===== config.mk =====
export PLATFORM = sky130hd
export DESIGN_NAME = oflow_core_top
export DESIGN_NICKNAME = d
export VERILOG_FILES = /design/src/hw/oflow_reg_pkg.sv /design/src/hw/oflow_bbox_pkg.sv /design/src/hw/oflow_weights_if.sv /design/src/hw/oflow_reg_file.sv /design/src/hw/oflow_score_calc.sv /design/src/hw/oflow_match_select.sv /design/src/hw/oflow_core_top.sv
export SDC_FILE = /design/constraint.sdc
export NUM_CORES = 1
export LEC_CHECK = 0
export CAP_MARGIN = 20
export CORE_MARGIN = 1.5
export CORE_UTILIZATION = 65
export CTS_CLUSTER_SIZE = 28
export DETAILED_ROUTE_END_ITERATION = 7
export DONT_BUFFER_PORTS = 1
export PLACE_DENSITY = 0.81
export SLEW_MARGIN = 15
export SYNTH_ARGS = -nofsm -noshare
export SYNTH_HDL_FRONTEND = slang
export SYNTH_SLANG_ARGS = --single-unit

===== constraint.sdc =====
create_clock -name clk -period 12.1 [get_ports clk]
set_input_delay 0 -clock clk [delete_from_list [all_inputs] [get_ports clk]]
set_output_delay 0 -clock clk [all_outputs]
set_load 0.02 [all_outputs]

===== src/hw/oflow_reg_pkg.sv =====
//----------------------------------------------------------
// register map and configuration field widths
// one 32-bit word per register, byte addressed
// fields sit in the low bits, upper bits read back as zero
//----------------------------------------------------------
`default_nettype none

package oflow_reg_pkg;

	// apb bus widths
	localparam int ADDR_LEN = 8;
	localparam int DATA_LEN = 32;

	// configuration field widths
	localparam int WEIGHT_LEN = 8;
	localparam int SCORE_LEN = 20;
	localparam int NUM_OF_HISTORY_FRAMES_WIDTH = 8;
	localparam int MAX_THRESHOLD_FOR_CONFLICTS_LEN = 4;

	// number of mapped registers
	localparam int NUM_REGS = 9;

	//----------------------------------------------------------
	// register addresses
	//----------------------------------------------------------
	localparam logic [ADDR_LEN-1:0] W_IOU_ADDR = 8'h00;
	localparam logic [ADDR_LEN-1:0] W_WIDTH_ADDR = 8'h04;
	localparam logic [ADDR_LEN-1:0] W_HEIGHT_ADDR = 8'h08;
	localparam logic [ADDR_LEN-1:0] W_COLOR1_ADDR = 8'h0C;
	localparam logic [ADDR_LEN-1:0] W_COLOR2_ADDR = 8'h10;
	localparam logic [ADDR_LEN-1:0] W_HISTORY_ADDR = 8'h14;
	localparam logic [ADDR_LEN-1:0] SCORE_TH_FOR_NEW_BBOX_ADDR = 8'h18;
	localparam logic [ADDR_LEN-1:0] NUM_OF_HISTORY_FRAMES_ADDR = 8'h1C;
	localparam logic [ADDR_LEN-1:0] MAX_THRESHOLD_FOR_CONFLICTS_ADDR = 8'h20;

endpackage

`default_nettype wire


===== src/hw/oflow_bbox_pkg.sv =====
//----------------------------------------------------------
// bounding box feature and candidate widths
// at most 16 candidates per detection
// all features are unsigned 8-bit values
//----------------------------------------------------------
`default_nettype none

package oflow_bbox_pkg;

	// width, height, color, iou cost and age fields
	localparam int FEATURE_LEN = 8;

	// candidate index within one detection
	localparam int CAND_IDX_LEN = 4;

	// live candidate count, must hold the full 16
	localparam int LIVE_CNT_LEN = CAND_IDX_LEN + 1;

	// one weight times one feature
	localparam int PRODUCT_LEN = 16;

	// number of weighted terms summed per pair
	localparam int NUM_TERMS = 6;

	// six full-scale products still fit in a score
	// 6 * 255 * 255 = 390150 < 2**20

endpackage

`default_nettype wire


===== src/hw/oflow_weights_if.sv =====
//----------------------------------------------------------
// configuration bundle from the register file to the core
// values are static while pairs are in flight
//----------------------------------------------------------
`timescale 1ns/100ps
`default_nettype none

interface oflow_weights_if
	import oflow_reg_pkg::*;
();

	// per-term weights
	logic [WEIGHT_LEN-1:0] w_iou;
	logic [WEIGHT_LEN-1:0] w_width;
	logic [WEIGHT_LEN-1:0] w_height;
	logic [WEIGHT_LEN-1:0] w_color1;
	logic [WEIGHT_LEN-1:0] w_color2;
	logic [WEIGHT_LEN-1:0] w_history;

	// selection thresholds
	logic [SCORE_LEN-1:0] score_th_for_new_bbox;
	logic [NUM_OF_HISTORY_FRAMES_WIDTH-1:0] num_of_history_frames;
	logic [MAX_THRESHOLD_FOR_CONFLICTS_LEN-1:0] max_threshold_for_conflicts;

	modport reg_side (
		output w_iou, w_width, w_height, w_color1, w_color2, w_history,
		output score_th_for_new_bbox, num_of_history_frames, max_threshold_for_conflicts
	);

	modport core_side (
		input w_iou, w_width, w_height, w_color1, w_color2, w_history,
		input score_th_for_new_bbox, num_of_history_frames, max_threshold_for_conflicts
	);

endinterface

`default_nettype wire


===== src/hw/oflow_reg_file.sv =====
//----------------------------------------------------------
// apb slave with nine configuration registers
// zero wait states, pready follows psel and penable
// unmapped address gives pslverr, read zero, no write
// write data is truncated to the field width
//----------------------------------------------------------
`timescale 1ns/100ps
`default_nettype none

module oflow_reg_file
	import oflow_reg_pkg::*;
(
	input  logic                clk,
	input  logic                reset_N,
	input  logic                apb_psel,
	input  logic                apb_penable,
	input  logic                apb_pwrite,
	input  logic [ADDR_LEN-1:0] apb_addr,
	input  logic [DATA_LEN-1:0] apb_pwdata,
	output logic [DATA_LEN-1:0] apb_prdata,
	output logic                apb_pready,
	output logic                apb_pslverr,
	oflow_weights_if.reg_side   cfg
);

	//----------------------------------------------------------
	// registers and decode
	//----------------------------------------------------------
	logic access;
	logic wr_en;
	logic rd_en;
	logic [NUM_REGS-1:0] hit;
	logic [NUM_REGS-1:0] wr_hit;

	logic [WEIGHT_LEN-1:0] w_iou_reg;
	logic [WEIGHT_LEN-1:0] w_width_reg;
	logic [WEIGHT_LEN-1:0] w_height_reg;
	logic [WEIGHT_LEN-1:0] w_color1_reg;
	logic [WEIGHT_LEN-1:0] w_color2_reg;
	logic [WEIGHT_LEN-1:0] w_history_reg;
	logic [SCORE_LEN-1:0] score_th_reg;
	logic [NUM_OF_HISTORY_FRAMES_WIDTH-1:0] hist_frames_reg;
	logic [MAX_THRESHOLD_FOR_CONFLICTS_LEN-1:0] max_conflicts_reg;

	// access phase
	assign access = apb_psel && apb_penable;
	assign wr_en = access && apb_pwrite;
	assign rd_en = access && !apb_pwrite;

	// one bit per register, in address order
	assign hit[0] = (apb_addr == W_IOU_ADDR);
	assign hit[1] = (apb_addr == W_WIDTH_ADDR);
	assign hit[2] = (apb_addr == W_HEIGHT_ADDR);
	assign hit[3] = (apb_addr == W_COLOR1_ADDR);
	assign hit[4] = (apb_addr == W_COLOR2_ADDR);
	assign hit[5] = (apb_addr == W_HISTORY_ADDR);
	assign hit[6] = (apb_addr == SCORE_TH_FOR_NEW_BBOX_ADDR);
	assign hit[7] = (apb_addr == NUM_OF_HISTORY_FRAMES_ADDR);
	assign hit[8] = (apb_addr == MAX_THRESHOLD_FOR_CONFLICTS_ADDR);

	assign wr_hit = hit & {NUM_REGS{wr_en}};

	// never waits
	assign apb_pready = access;
	assign apb_pslverr = access && (hit == '0);

	//----------------------------------------------------------
	// write path
	//----------------------------------------------------------
	always_ff @(posedge clk or negedge reset_N)
	begin
		if (!reset_N)
		begin
			w_iou_reg <= '0;
			w_width_reg <= '0;
			w_height_reg <= '0;
			w_color1_reg <= '0;
			w_color2_reg <= '0;
			w_history_reg <= '0;
			score_th_reg <= '0;
			hist_frames_reg <= '0;
			max_conflicts_reg <= '0;
		end
		else
		begin
			if (wr_hit[0])
				w_iou_reg <= apb_pwdata[WEIGHT_LEN-1:0];
			if (wr_hit[1])
				w_width_reg <= apb_pwdata[WEIGHT_LEN-1:0];
			if (wr_hit[2])
				w_height_reg <= apb_pwdata[WEIGHT_LEN-1:0];
			if (wr_hit[3])
				w_color1_reg <= apb_pwdata[WEIGHT_LEN-1:0];
			if (wr_hit[4])
				w_color2_reg <= apb_pwdata[WEIGHT_LEN-1:0];
			if (wr_hit[5])
				w_history_reg <= apb_pwdata[WEIGHT_LEN-1:0];
			if (wr_hit[6])
				score_th_reg <= apb_pwdata[SCORE_LEN-1:0];
			if (wr_hit[7])
				hist_frames_reg <= apb_pwdata[NUM_OF_HISTORY_FRAMES_WIDTH-1:0];
			if (wr_hit[8])
				max_conflicts_reg <= apb_pwdata[MAX_THRESHOLD_FOR_CONFLICTS_LEN-1:0];
		end
	end

	//----------------------------------------------------------
	// read path
	//----------------------------------------------------------
	// and-or mux, hits are one-hot, zero when nothing hits
	always_comb
	begin
		apb_prdata = '0;
		if (rd_en)
		begin
			apb_prdata = ({DATA_LEN{hit[0]}} & DATA_LEN'(w_iou_reg))
				| ({DATA_LEN{hit[1]}} & DATA_LEN'(w_width_reg))
				| ({DATA_LEN{hit[2]}} & DATA_LEN'(w_height_reg))
				| ({DATA_LEN{hit[3]}} & DATA_LEN'(w_color1_reg))
				| ({DATA_LEN{hit[4]}} & DATA_LEN'(w_color2_reg))
				| ({DATA_LEN{hit[5]}} & DATA_LEN'(w_history_reg))
				| ({DATA_LEN{hit[6]}} & DATA_LEN'(score_th_reg))
				| ({DATA_LEN{hit[7]}} & DATA_LEN'(hist_frames_reg))
				| ({DATA_LEN{hit[8]}} & DATA_LEN'(max_conflicts_reg));
		end
	end

	// configuration out to the core
	assign cfg.w_iou = w_iou_reg;
	assign cfg.w_width = w_width_reg;
	assign cfg.w_height = w_height_reg;
	assign cfg.w_color1 = w_color1_reg;
	assign cfg.w_color2 = w_color2_reg;
	assign cfg.w_history = w_history_reg;
	assign cfg.score_th_for_new_bbox = score_th_reg;
	assign cfg.num_of_history_frames = hist_frames_reg;
	assign cfg.max_threshold_for_conflicts = max_conflicts_reg;

	// registers hold across a slave error
	a_err_no_hit: assert property (@(posedge clk) disable iff (!reset_N)
		apb_pslverr |=> $stable({w_iou_reg, w_width_reg, w_height_reg,
			w_color1_reg, w_color2_reg, w_history_reg, score_th_reg, hist_frames_reg,
			max_conflicts_reg}));

	// at most one register written per cycle
	a_one_write: assert property (@(posedge clk) disable iff (!reset_N)
		$onehot0(wr_hit));

endmodule

`default_nettype wire


===== src/hw/oflow_score_calc.sv =====
//----------------------------------------------------------
// two-stage weighted match score per candidate pair
// score_valid follows pair_valid by exactly two cycles
// weights are sampled in stage 2, keep them stable in flight
//----------------------------------------------------------
`timescale 1ns/100ps
`default_nettype none

module oflow_score_calc
	import oflow_reg_pkg::*;
	import oflow_bbox_pkg::*;
(
	input  logic                    clk,
	input  logic                    reset_N,
	input  logic                    pair_valid,
	input  logic                    pair_last,
	input  logic [FEATURE_LEN-1:0]  cur_w,
	input  logic [FEATURE_LEN-1:0]  cur_h,
	input  logic [FEATURE_LEN-1:0]  cur_c1,
	input  logic [FEATURE_LEN-1:0]  cur_c2,
	input  logic [FEATURE_LEN-1:0]  prev_w,
	input  logic [FEATURE_LEN-1:0]  prev_h,
	input  logic [FEATURE_LEN-1:0]  prev_c1,
	input  logic [FEATURE_LEN-1:0]  prev_c2,
	input  logic [FEATURE_LEN-1:0]  iou_cost,
	input  logic [FEATURE_LEN-1:0]  hist_age,
	oflow_weights_if.core_side      cfg,
	output logic                    score_valid,
	output logic                    score_last,
	output logic [SCORE_LEN-1:0]    score,
	output logic                    expired,
	output logic [CAND_IDX_LEN-1:0] score_index
);

	function automatic logic [FEATURE_LEN-1:0] abs_diff(
		input logic [FEATURE_LEN-1:0] a,
		input logic [FEATURE_LEN-1:0] b
	);
		return (a > b) ? (a - b) : (b - a);
	endfunction

	//----------------------------------------------------------
	// stage 1, differences and candidate index
	//----------------------------------------------------------
	logic s1_valid;
	logic s1_last;
	logic [CAND_IDX_LEN-1:0] cand_cnt;
	logic [CAND_IDX_LEN-1:0] s1_idx;
	logic [FEATURE_LEN-1:0] s1_dw;
	logic [FEATURE_LEN-1:0] s1_dh;
	logic [FEATURE_LEN-1:0] s1_dc1;
	logic [FEATURE_LEN-1:0] s1_dc2;
	logic [FEATURE_LEN-1:0] s1_iou;
	logic [FEATURE_LEN-1:0] s1_age;

	// weighted terms, one per feature
	logic [PRODUCT_LEN-1:0] prod [NUM_TERMS];

	always_ff @(posedge clk or negedge reset_N)
	begin
		if (!reset_N)
		begin
			s1_valid <= 1'b0;
			s1_last <= 1'b0;
			cand_cnt <= '0;
		end
		else
		begin
			s1_valid <= pair_valid;
			s1_last <= pair_valid && pair_last;
			// restart numbering with the next detection
			if (pair_valid)
				cand_cnt <= pair_last ? '0 : cand_cnt + 1'b1;
		end
	end

	// feature payload
	always_ff @(posedge clk)
	begin
		if (pair_valid)
		begin
			s1_idx <= cand_cnt;
			s1_dw <= abs_diff(cur_w, prev_w);
			s1_dh <= abs_diff(cur_h, prev_h);
			s1_dc1 <= abs_diff(cur_c1, prev_c1);
			s1_dc2 <= abs_diff(cur_c2, prev_c2);
			s1_iou <= iou_cost;
			s1_age <= hist_age;
		end
	end

	//----------------------------------------------------------
	// stage 2, weight, sum and expiry
	//----------------------------------------------------------
	assign prod[0] = PRODUCT_LEN'(cfg.w_width) * PRODUCT_LEN'(s1_dw);
	assign prod[1] = PRODUCT_LEN'(cfg.w_height) * PRODUCT_LEN'(s1_dh);
	assign prod[2] = PRODUCT_LEN'(cfg.w_color1) * PRODUCT_LEN'(s1_dc1);
	assign prod[3] = PRODUCT_LEN'(cfg.w_color2) * PRODUCT_LEN'(s1_dc2);
	assign prod[4] = PRODUCT_LEN'(cfg.w_iou) * PRODUCT_LEN'(s1_iou);
	assign prod[5] = PRODUCT_LEN'(cfg.w_history) * PRODUCT_LEN'(s1_age);

	always_ff @(posedge clk or negedge reset_N)
	begin
		if (!reset_N)
		begin
			score_valid <= 1'b0;
			score_last <= 1'b0;
		end
		else
		begin
			score_valid <= s1_valid;
			score_last <= s1_valid && s1_last;
		end
	end

	// widened sum, no overflow possible
	always_ff @(posedge clk)
	begin
		if (s1_valid)
		begin
			score <= SCORE_LEN'(prod[0]) + SCORE_LEN'(prod[1]) + SCORE_LEN'(prod[2])
				+ SCORE_LEN'(prod[3]) + SCORE_LEN'(prod[4]) + SCORE_LEN'(prod[5]);
			expired <= (s1_age >= cfg.num_of_history_frames);
			score_index <= s1_idx;
		end
	end

	// two-cycle latency, last flag travels with its pair
	a_latency: assert property (@(posedge clk) disable iff (!reset_N)
		pair_valid |-> ##2 (score_valid && (score_last == $past(pair_last, 2))));

endmodule

`default_nettype wire


===== src/hw/oflow_match_select.sv =====
//----------------------------------------------------------
// per-detection minimum search over scored candidates
// expired candidates never win and are not counted
// result pulses one cycle after the last score
//----------------------------------------------------------
`timescale 1ns/100ps
`default_nettype none

module oflow_match_select
	import oflow_reg_pkg::*;
	import oflow_bbox_pkg::*;
(
	input  logic                    clk,
	input  logic                    reset_N,
	input  logic                    score_valid,
	input  logic                    score_last,
	input  logic [SCORE_LEN-1:0]    score,
	input  logic                    expired,
	input  logic [CAND_IDX_LEN-1:0] score_index,
	oflow_weights_if.core_side      cfg,
	output logic                    match_valid,
	output logic [CAND_IDX_LEN-1:0] match_index,
	output logic                    new_bbox,
	output logic                    conflict
);

	//----------------------------------------------------------
	// running state of the current detection
	//----------------------------------------------------------
	logic live;
	logic take;
	logic below_th;
	logic found;
	logic nxt_found;
	logic [LIVE_CNT_LEN-1:0] live_cnt;
	logic [LIVE_CNT_LEN-1:0] nxt_cnt;
	logic [SCORE_LEN-1:0] best_score;
	logic [SCORE_LEN-1:0] nxt_score;
	logic [CAND_IDX_LEN-1:0] best_idx;
	logic [CAND_IDX_LEN-1:0] nxt_idx;

	assign live = !expired;
	// strict compare, earlier index keeps a tie
	assign take = live && (!found || (score < best_score));
	assign below_th = live && (score < cfg.score_th_for_new_bbox);

	// state including the incoming candidate
	assign nxt_found = found || live;
	assign nxt_score = take ? score : best_score;
	assign nxt_idx = take ? score_index : best_idx;
	assign nxt_cnt = live_cnt + LIVE_CNT_LEN'(below_th);

	always_ff @(posedge clk or negedge reset_N)
	begin
		if (!reset_N)
		begin
			found <= 1'b0;
			live_cnt <= '0;
			match_valid <= 1'b0;
			match_index <= '0;
			new_bbox <= 1'b0;
			conflict <= 1'b0;
		end
		else
		begin
			match_valid <= score_valid && score_last;
			if (score_valid)
			begin
				if (score_last)
				begin
					// report and clear for the next detection
					match_index <= nxt_found ? nxt_idx : '0;
					new_bbox <= !nxt_found || (nxt_score >= cfg.score_th_for_new_bbox);
					conflict <= (nxt_cnt >
						LIVE_CNT_LEN'(cfg.max_threshold_for_conflicts));
					found <= 1'b0;
					live_cnt <= '0;
				end
				else
				begin
					found <= nxt_found;
					live_cnt <= nxt_cnt;
				end
			end
		end
	end

	// best so far, only meaningful while found is set
	always_ff @(posedge clk)
	begin
		if (score_valid)
		begin
			best_score <= nxt_score;
			best_idx <= nxt_idx;
		end
	end

	// winner lies within the detection just closed
	a_index_range: assert property (@(posedge clk) disable iff (!reset_N)
		match_valid |-> (match_index <= $past(score_index)));

endmodule

`default_nettype wire


===== src/hw/oflow_core_top.sv =====
//----------------------------------------------------------
// association core top level
// apb configuration, pair scoring and match selection
// no back-pressure, results arrive 3 cycles after pair_last
//----------------------------------------------------------
`timescale 1ns/100ps
`default_nettype none

module oflow_core_top
	import oflow_reg_pkg::*;
	import oflow_bbox_pkg::*;
(
	input  logic                    clk,
	input  logic                    reset_N,
	// apb slave
	input  logic                    psel,
	input  logic                    penable,
	input  logic                    pwrite,
	input  logic [ADDR_LEN-1:0]     paddr,
	input  logic [DATA_LEN-1:0]     pwdata,
	output logic [DATA_LEN-1:0]     prdata,
	output logic                    pready,
	output logic                    pslverr,
	// candidate pairs
	input  logic                    pair_valid,
	input  logic                    pair_last,
	input  logic [FEATURE_LEN-1:0]  cur_w,
	input  logic [FEATURE_LEN-1:0]  cur_h,
	input  logic [FEATURE_LEN-1:0]  cur_c1,
	input  logic [FEATURE_LEN-1:0]  cur_c2,
	input  logic [FEATURE_LEN-1:0]  prev_w,
	input  logic [FEATURE_LEN-1:0]  prev_h,
	input  logic [FEATURE_LEN-1:0]  prev_c1,
	input  logic [FEATURE_LEN-1:0]  prev_c2,
	input  logic [FEATURE_LEN-1:0]  iou_cost,
	input  logic [FEATURE_LEN-1:0]  hist_age,
	// per-detection result
	output logic                    match_valid,
	output logic [CAND_IDX_LEN-1:0] match_index,
	output logic                    new_bbox,
	output logic                    conflict
);

	// scorer to selector
	logic score_valid;
	logic score_last;
	logic [SCORE_LEN-1:0] score;
	logic expired;
	logic [CAND_IDX_LEN-1:0] score_index;

	oflow_weights_if cfg_if ();

	oflow_reg_file reg_file_i (
		.clk(clk), .reset_N(reset_N),
		.apb_psel(psel), .apb_penable(penable), .apb_pwrite(pwrite),
		.apb_addr(paddr), .apb_pwdata(pwdata), .apb_prdata(prdata),
		.apb_pready(pready), .apb_pslverr(pslverr),
		.cfg(cfg_if.reg_side)
	);

	oflow_score_calc score_calc_i (
		.clk(clk), .reset_N(reset_N),
		.pair_valid(pair_valid), .pair_last(pair_last),
		.cur_w(cur_w), .cur_h(cur_h), .cur_c1(cur_c1), .cur_c2(cur_c2),
		.prev_w(prev_w), .prev_h(prev_h), .prev_c1(prev_c1), .prev_c2(prev_c2),
		.iou_cost(iou_cost), .hist_age(hist_age),
		.cfg(cfg_if.core_side),
		.score_valid(score_valid), .score_last(score_last), .score(score),
		.expired(expired), .score_index(score_index)
	);

	oflow_match_select match_select_i (
		.clk(clk), .reset_N(reset_N),
		.score_valid(score_valid), .score_last(score_last), .score(score),
		.expired(expired), .score_index(score_index),
		.cfg(cfg_if.core_side),
		.match_valid(match_valid), .match_index(match_index),
		.new_bbox(new_bbox), .conflict(conflict)
	);

endmodule

`default_nettype wire


==> flow_summary.ini <==
[synth]
yosys-top-cells-area = fa_1 26%, ha_1 15%, edfxtp_1 11%
async_flop_share_pct = 50.0
synthMuxAreaShare_pct = 6.51
synth_enable_flop_cells = 101
synth_top_family_by_area = adder cells
synth_common_cells = 600 x inv_1, 347 x fa_1, 324 x ha_1
yosys.area_share.simple_pct = 12.5
yosys_warnings = 0
synthAdderAreaFrac_pct = 41.6
synthFlopType = edfxtp_1
synth-compound-area-share_pct = 6.67
synth_top_cell_area_share_pct = 26.3
synth_top_area_cell = fa_1
synthXorXnorAreaFrac_pct = 1.66
syn_inst = 2655
yosysMostFrequentCell = inv_1
yosysSeqAreaShare_pct = 21.0
ys_ff_latch = 202
synth_cell_types = 74
syn_area_per_cell_sq_um = 9.96
synth.cell_area_sq_um = 26500

[floorplan]
start_util_pct = 66.3
die_h_microns = 205
rows = 73
die_area_sq_um = 41900
die_w_microns = 205
core_sq_um = 39900
io_pins = 168

[detailed_routing]
viasPerCell = 5.83
vias = 19100
drt_iter0_drc = 1558
postRouteAntennaNets = 0
drc = 0
drt_pre_antenna_iters = 6
wl_microns = 66000
wl_per_cell_microns = 20.1

[critical_path]
endpoint_kind = register
startpoint_type = register
path_class = register to register
worst_path_most_repeated_cell = fa_1
rr_worst_depth = 29
required_ns = 12.43
cp_slowest_cell = dfrtp_1
arrival_ns = 11.21
critPathMaxFanout = 10
crit_path_max_incr_delay_ns = 0.64

[power]
internal_power_uw = 1540
p_leak_uw = 0.0143
seq_power_share_pct = 40.6
power.density_nw_per_um2 = 79.5
p_switching_uw = 755
switching_share_pct = 33.0
comb_power_share_pct = 26.8
clkPwrFrac_pct = 32.6
max-vdd-ir-drop_uv = 112

[sta]
layout_setup_ws_ns = 1.22
fin_tns_setup_ns = 0
drv_slew = 0
fin_hold_ws_ns = -0.00788
fmax_mhz = 91.9
fin_crit_ns = 10.88
finalHoldViolCount = 5
finalCritPeriodShare_pct = 90.0
rsz0062_at_grt = false
setup_violations = 0
skew_ns = 0.0145
relSlewSlack_pct = 10.2
tightest_slew_ns = 1.33

[clock_tree]
numCtsBuffers = 25
cts_buffer_depth = 3
h-tree-depth = 1
cts_tree = built
cts_resized = 0
root_buffer = clkbuf_16
path_clk_slew_ns = 0.06
numClockSinks = 202
insertion_delay_ns = 0.56
ctsHoldBuffers = 121
postCtsSetupBuffers = 0

[placement]
port_buffers = 0
place_hpwl_microns = 51000
gp_congestion = 0.977
pre_cts_ws_ns = 1.23

[finish]
multi_input_area_sq_um = 18300
regArea_sq_um = 5560
syn2layout_area_growth_pct = 8.95
nNetsFinal = 3528
drive_gt1_share_pct = 6.73
fillers = 2836

[global_routing]
grt_use_total_pct = 32.8
grt_overflow_total = 0
grt_antenna_before_repair = 4
grt_max_degree = 102
grt_pass1_wl_microns = 106000
grt_pass1_vias = 20700

[worst_hold_path]
hp-class = primary input to async pin

[status]
status = finished with violations
violations = hold timing

[run]
cap_violations = 0
## worst paths after layout
path | startpoint | to | slack, ns
setup / recovery | reg_file_i.cfg.w_width[5]$_DFFE_PN0P_ | score_calc_i.score[19]$_DFFE_PP_ | 1.22
hold / removal | reset_N | reg_file_i.cfg.score_th_for_new_bbox[15]$_DFFE_PN0P_ | -0.008
setup reg to reg | reg_file_i.cfg.w_width[5]$_DFFE_PN0P_ | score_calc_i.score[19]$_DFFE_PP_ | 1.22
hold reg to reg | score_calc_i.s1_idx[2]$_DFFE_PP_ | score_calc_i.score_index[2]$_DFFE_PP_ | 0.42
max in group asynchronous | reset_N | reg_file_i.cfg.w_history[7]$_DFFE_PN0P_ | 11.61
min in group clk | cur_c2[2] | score_calc_i.s1_dc2[3]$_DFFE_PP_ | 0.01
## layer usage
metal,vias up,GRT usage (%),share of wire [%]
met5,-,0,0.023
met4,2,14.5,4.9
met3,172,7.03,8.8
li1,8547,-,-
met1,9577,41.3,39
met2,806,54.6,48
## through the flow
step | std cells | hold slack [ns] | cell area (sq um) | util [%] | power (uW)
after floorplan | 2666 | -0.296 | 26500 | - | 1310
after global placement | 3107 | -0.294 | 26700 | 67.0 | 1440
after detailed placement | 3107 | -0.294 | 26700 | 67.0 | 1470
after CTS | 3273 | 0.000633 | 28800 | 72.2 | 2290
after global routing | 3273 | 0.0598 | 28800 | 72.2 | 2410
final | 3277 | -0.00788 | 28800 | 72.2 | 2290
## kinds of logic (layout without fill, tap and decap cells)
| logic type | after synthesis | count (layout) |
|---|---|---|
| buffers and inverters | 686 | 768 |
| and+or+nand+nor | 627 | 627 |
| DFF | 202 | 202 |
| other | 1 | 16 |
| adders and majority gates | 671 | 671 |
| muxes | 150 | 150 |
| xor gates and xnor gates | 50 | 50 |
| AOI/OAI and AO/OA | 268 | 268 |
## layout make-up
cell class,instances,area share (%)
clock buffers,36,2.64
diodes,4,0.0347
flip-flops and latches,202,19.3
inverters,600,7.81
multi-input cells,1778,63.4
repair buffers,123,4.38
well taps,525,2.28
clock inverters,9,0.195
## critical path: cells and delay by family (launching register included)
kind / cells / cell delay [ns]
buffers and inverters: 5 / 0.28
AOI/OAI and AO/OA: 6 / 1.67
and+or+nand+nor: 2 / 0.35
DFF: 1 / 0.64
adders and majority gates: 16 / 7.73
## power by group through the flow
stage | combinational, uW | sequential, uW | clock (uW)
6_report | 613 | 931 | 747
5_1_grt | 690 | 939 | 779
4_1_cts | 606 | 927 | 756
3_5_place_dp | 534 | 940 | 0
3_3_place_gp | 502 | 934 | 0
2_1_floorplan | 428 | 884 | 0
## layout by cell type (no fill, tap or decap), types with 7 or more instances in the layout
cell type and count:
conb_1 12, ha_1 324, nand2b_1 21, nor2b_1 28, nor2_1 44, edfxtp_1 101
dlygate4sd3_1 119, nand2_1 212, nand4_1 14, inv_1 600, o21ai_0 55, a22oi_1 8
o21a_1 7, a21o_1 35, nand3b_1 12, mux2_2 97, dfrtp_1 101, a211oi_1 15
o21bai_1 7, nor3_1 25, xor2_1 21, mux2i_1 33, fa_1 347, xnor2_1 29
a21oi_1 74, mux2_4 20, clkbuf_16 27, and2_1 225, a31oi_1 8, nand3_1 15
Note: power is estimated with default switching activity, not from simulation.
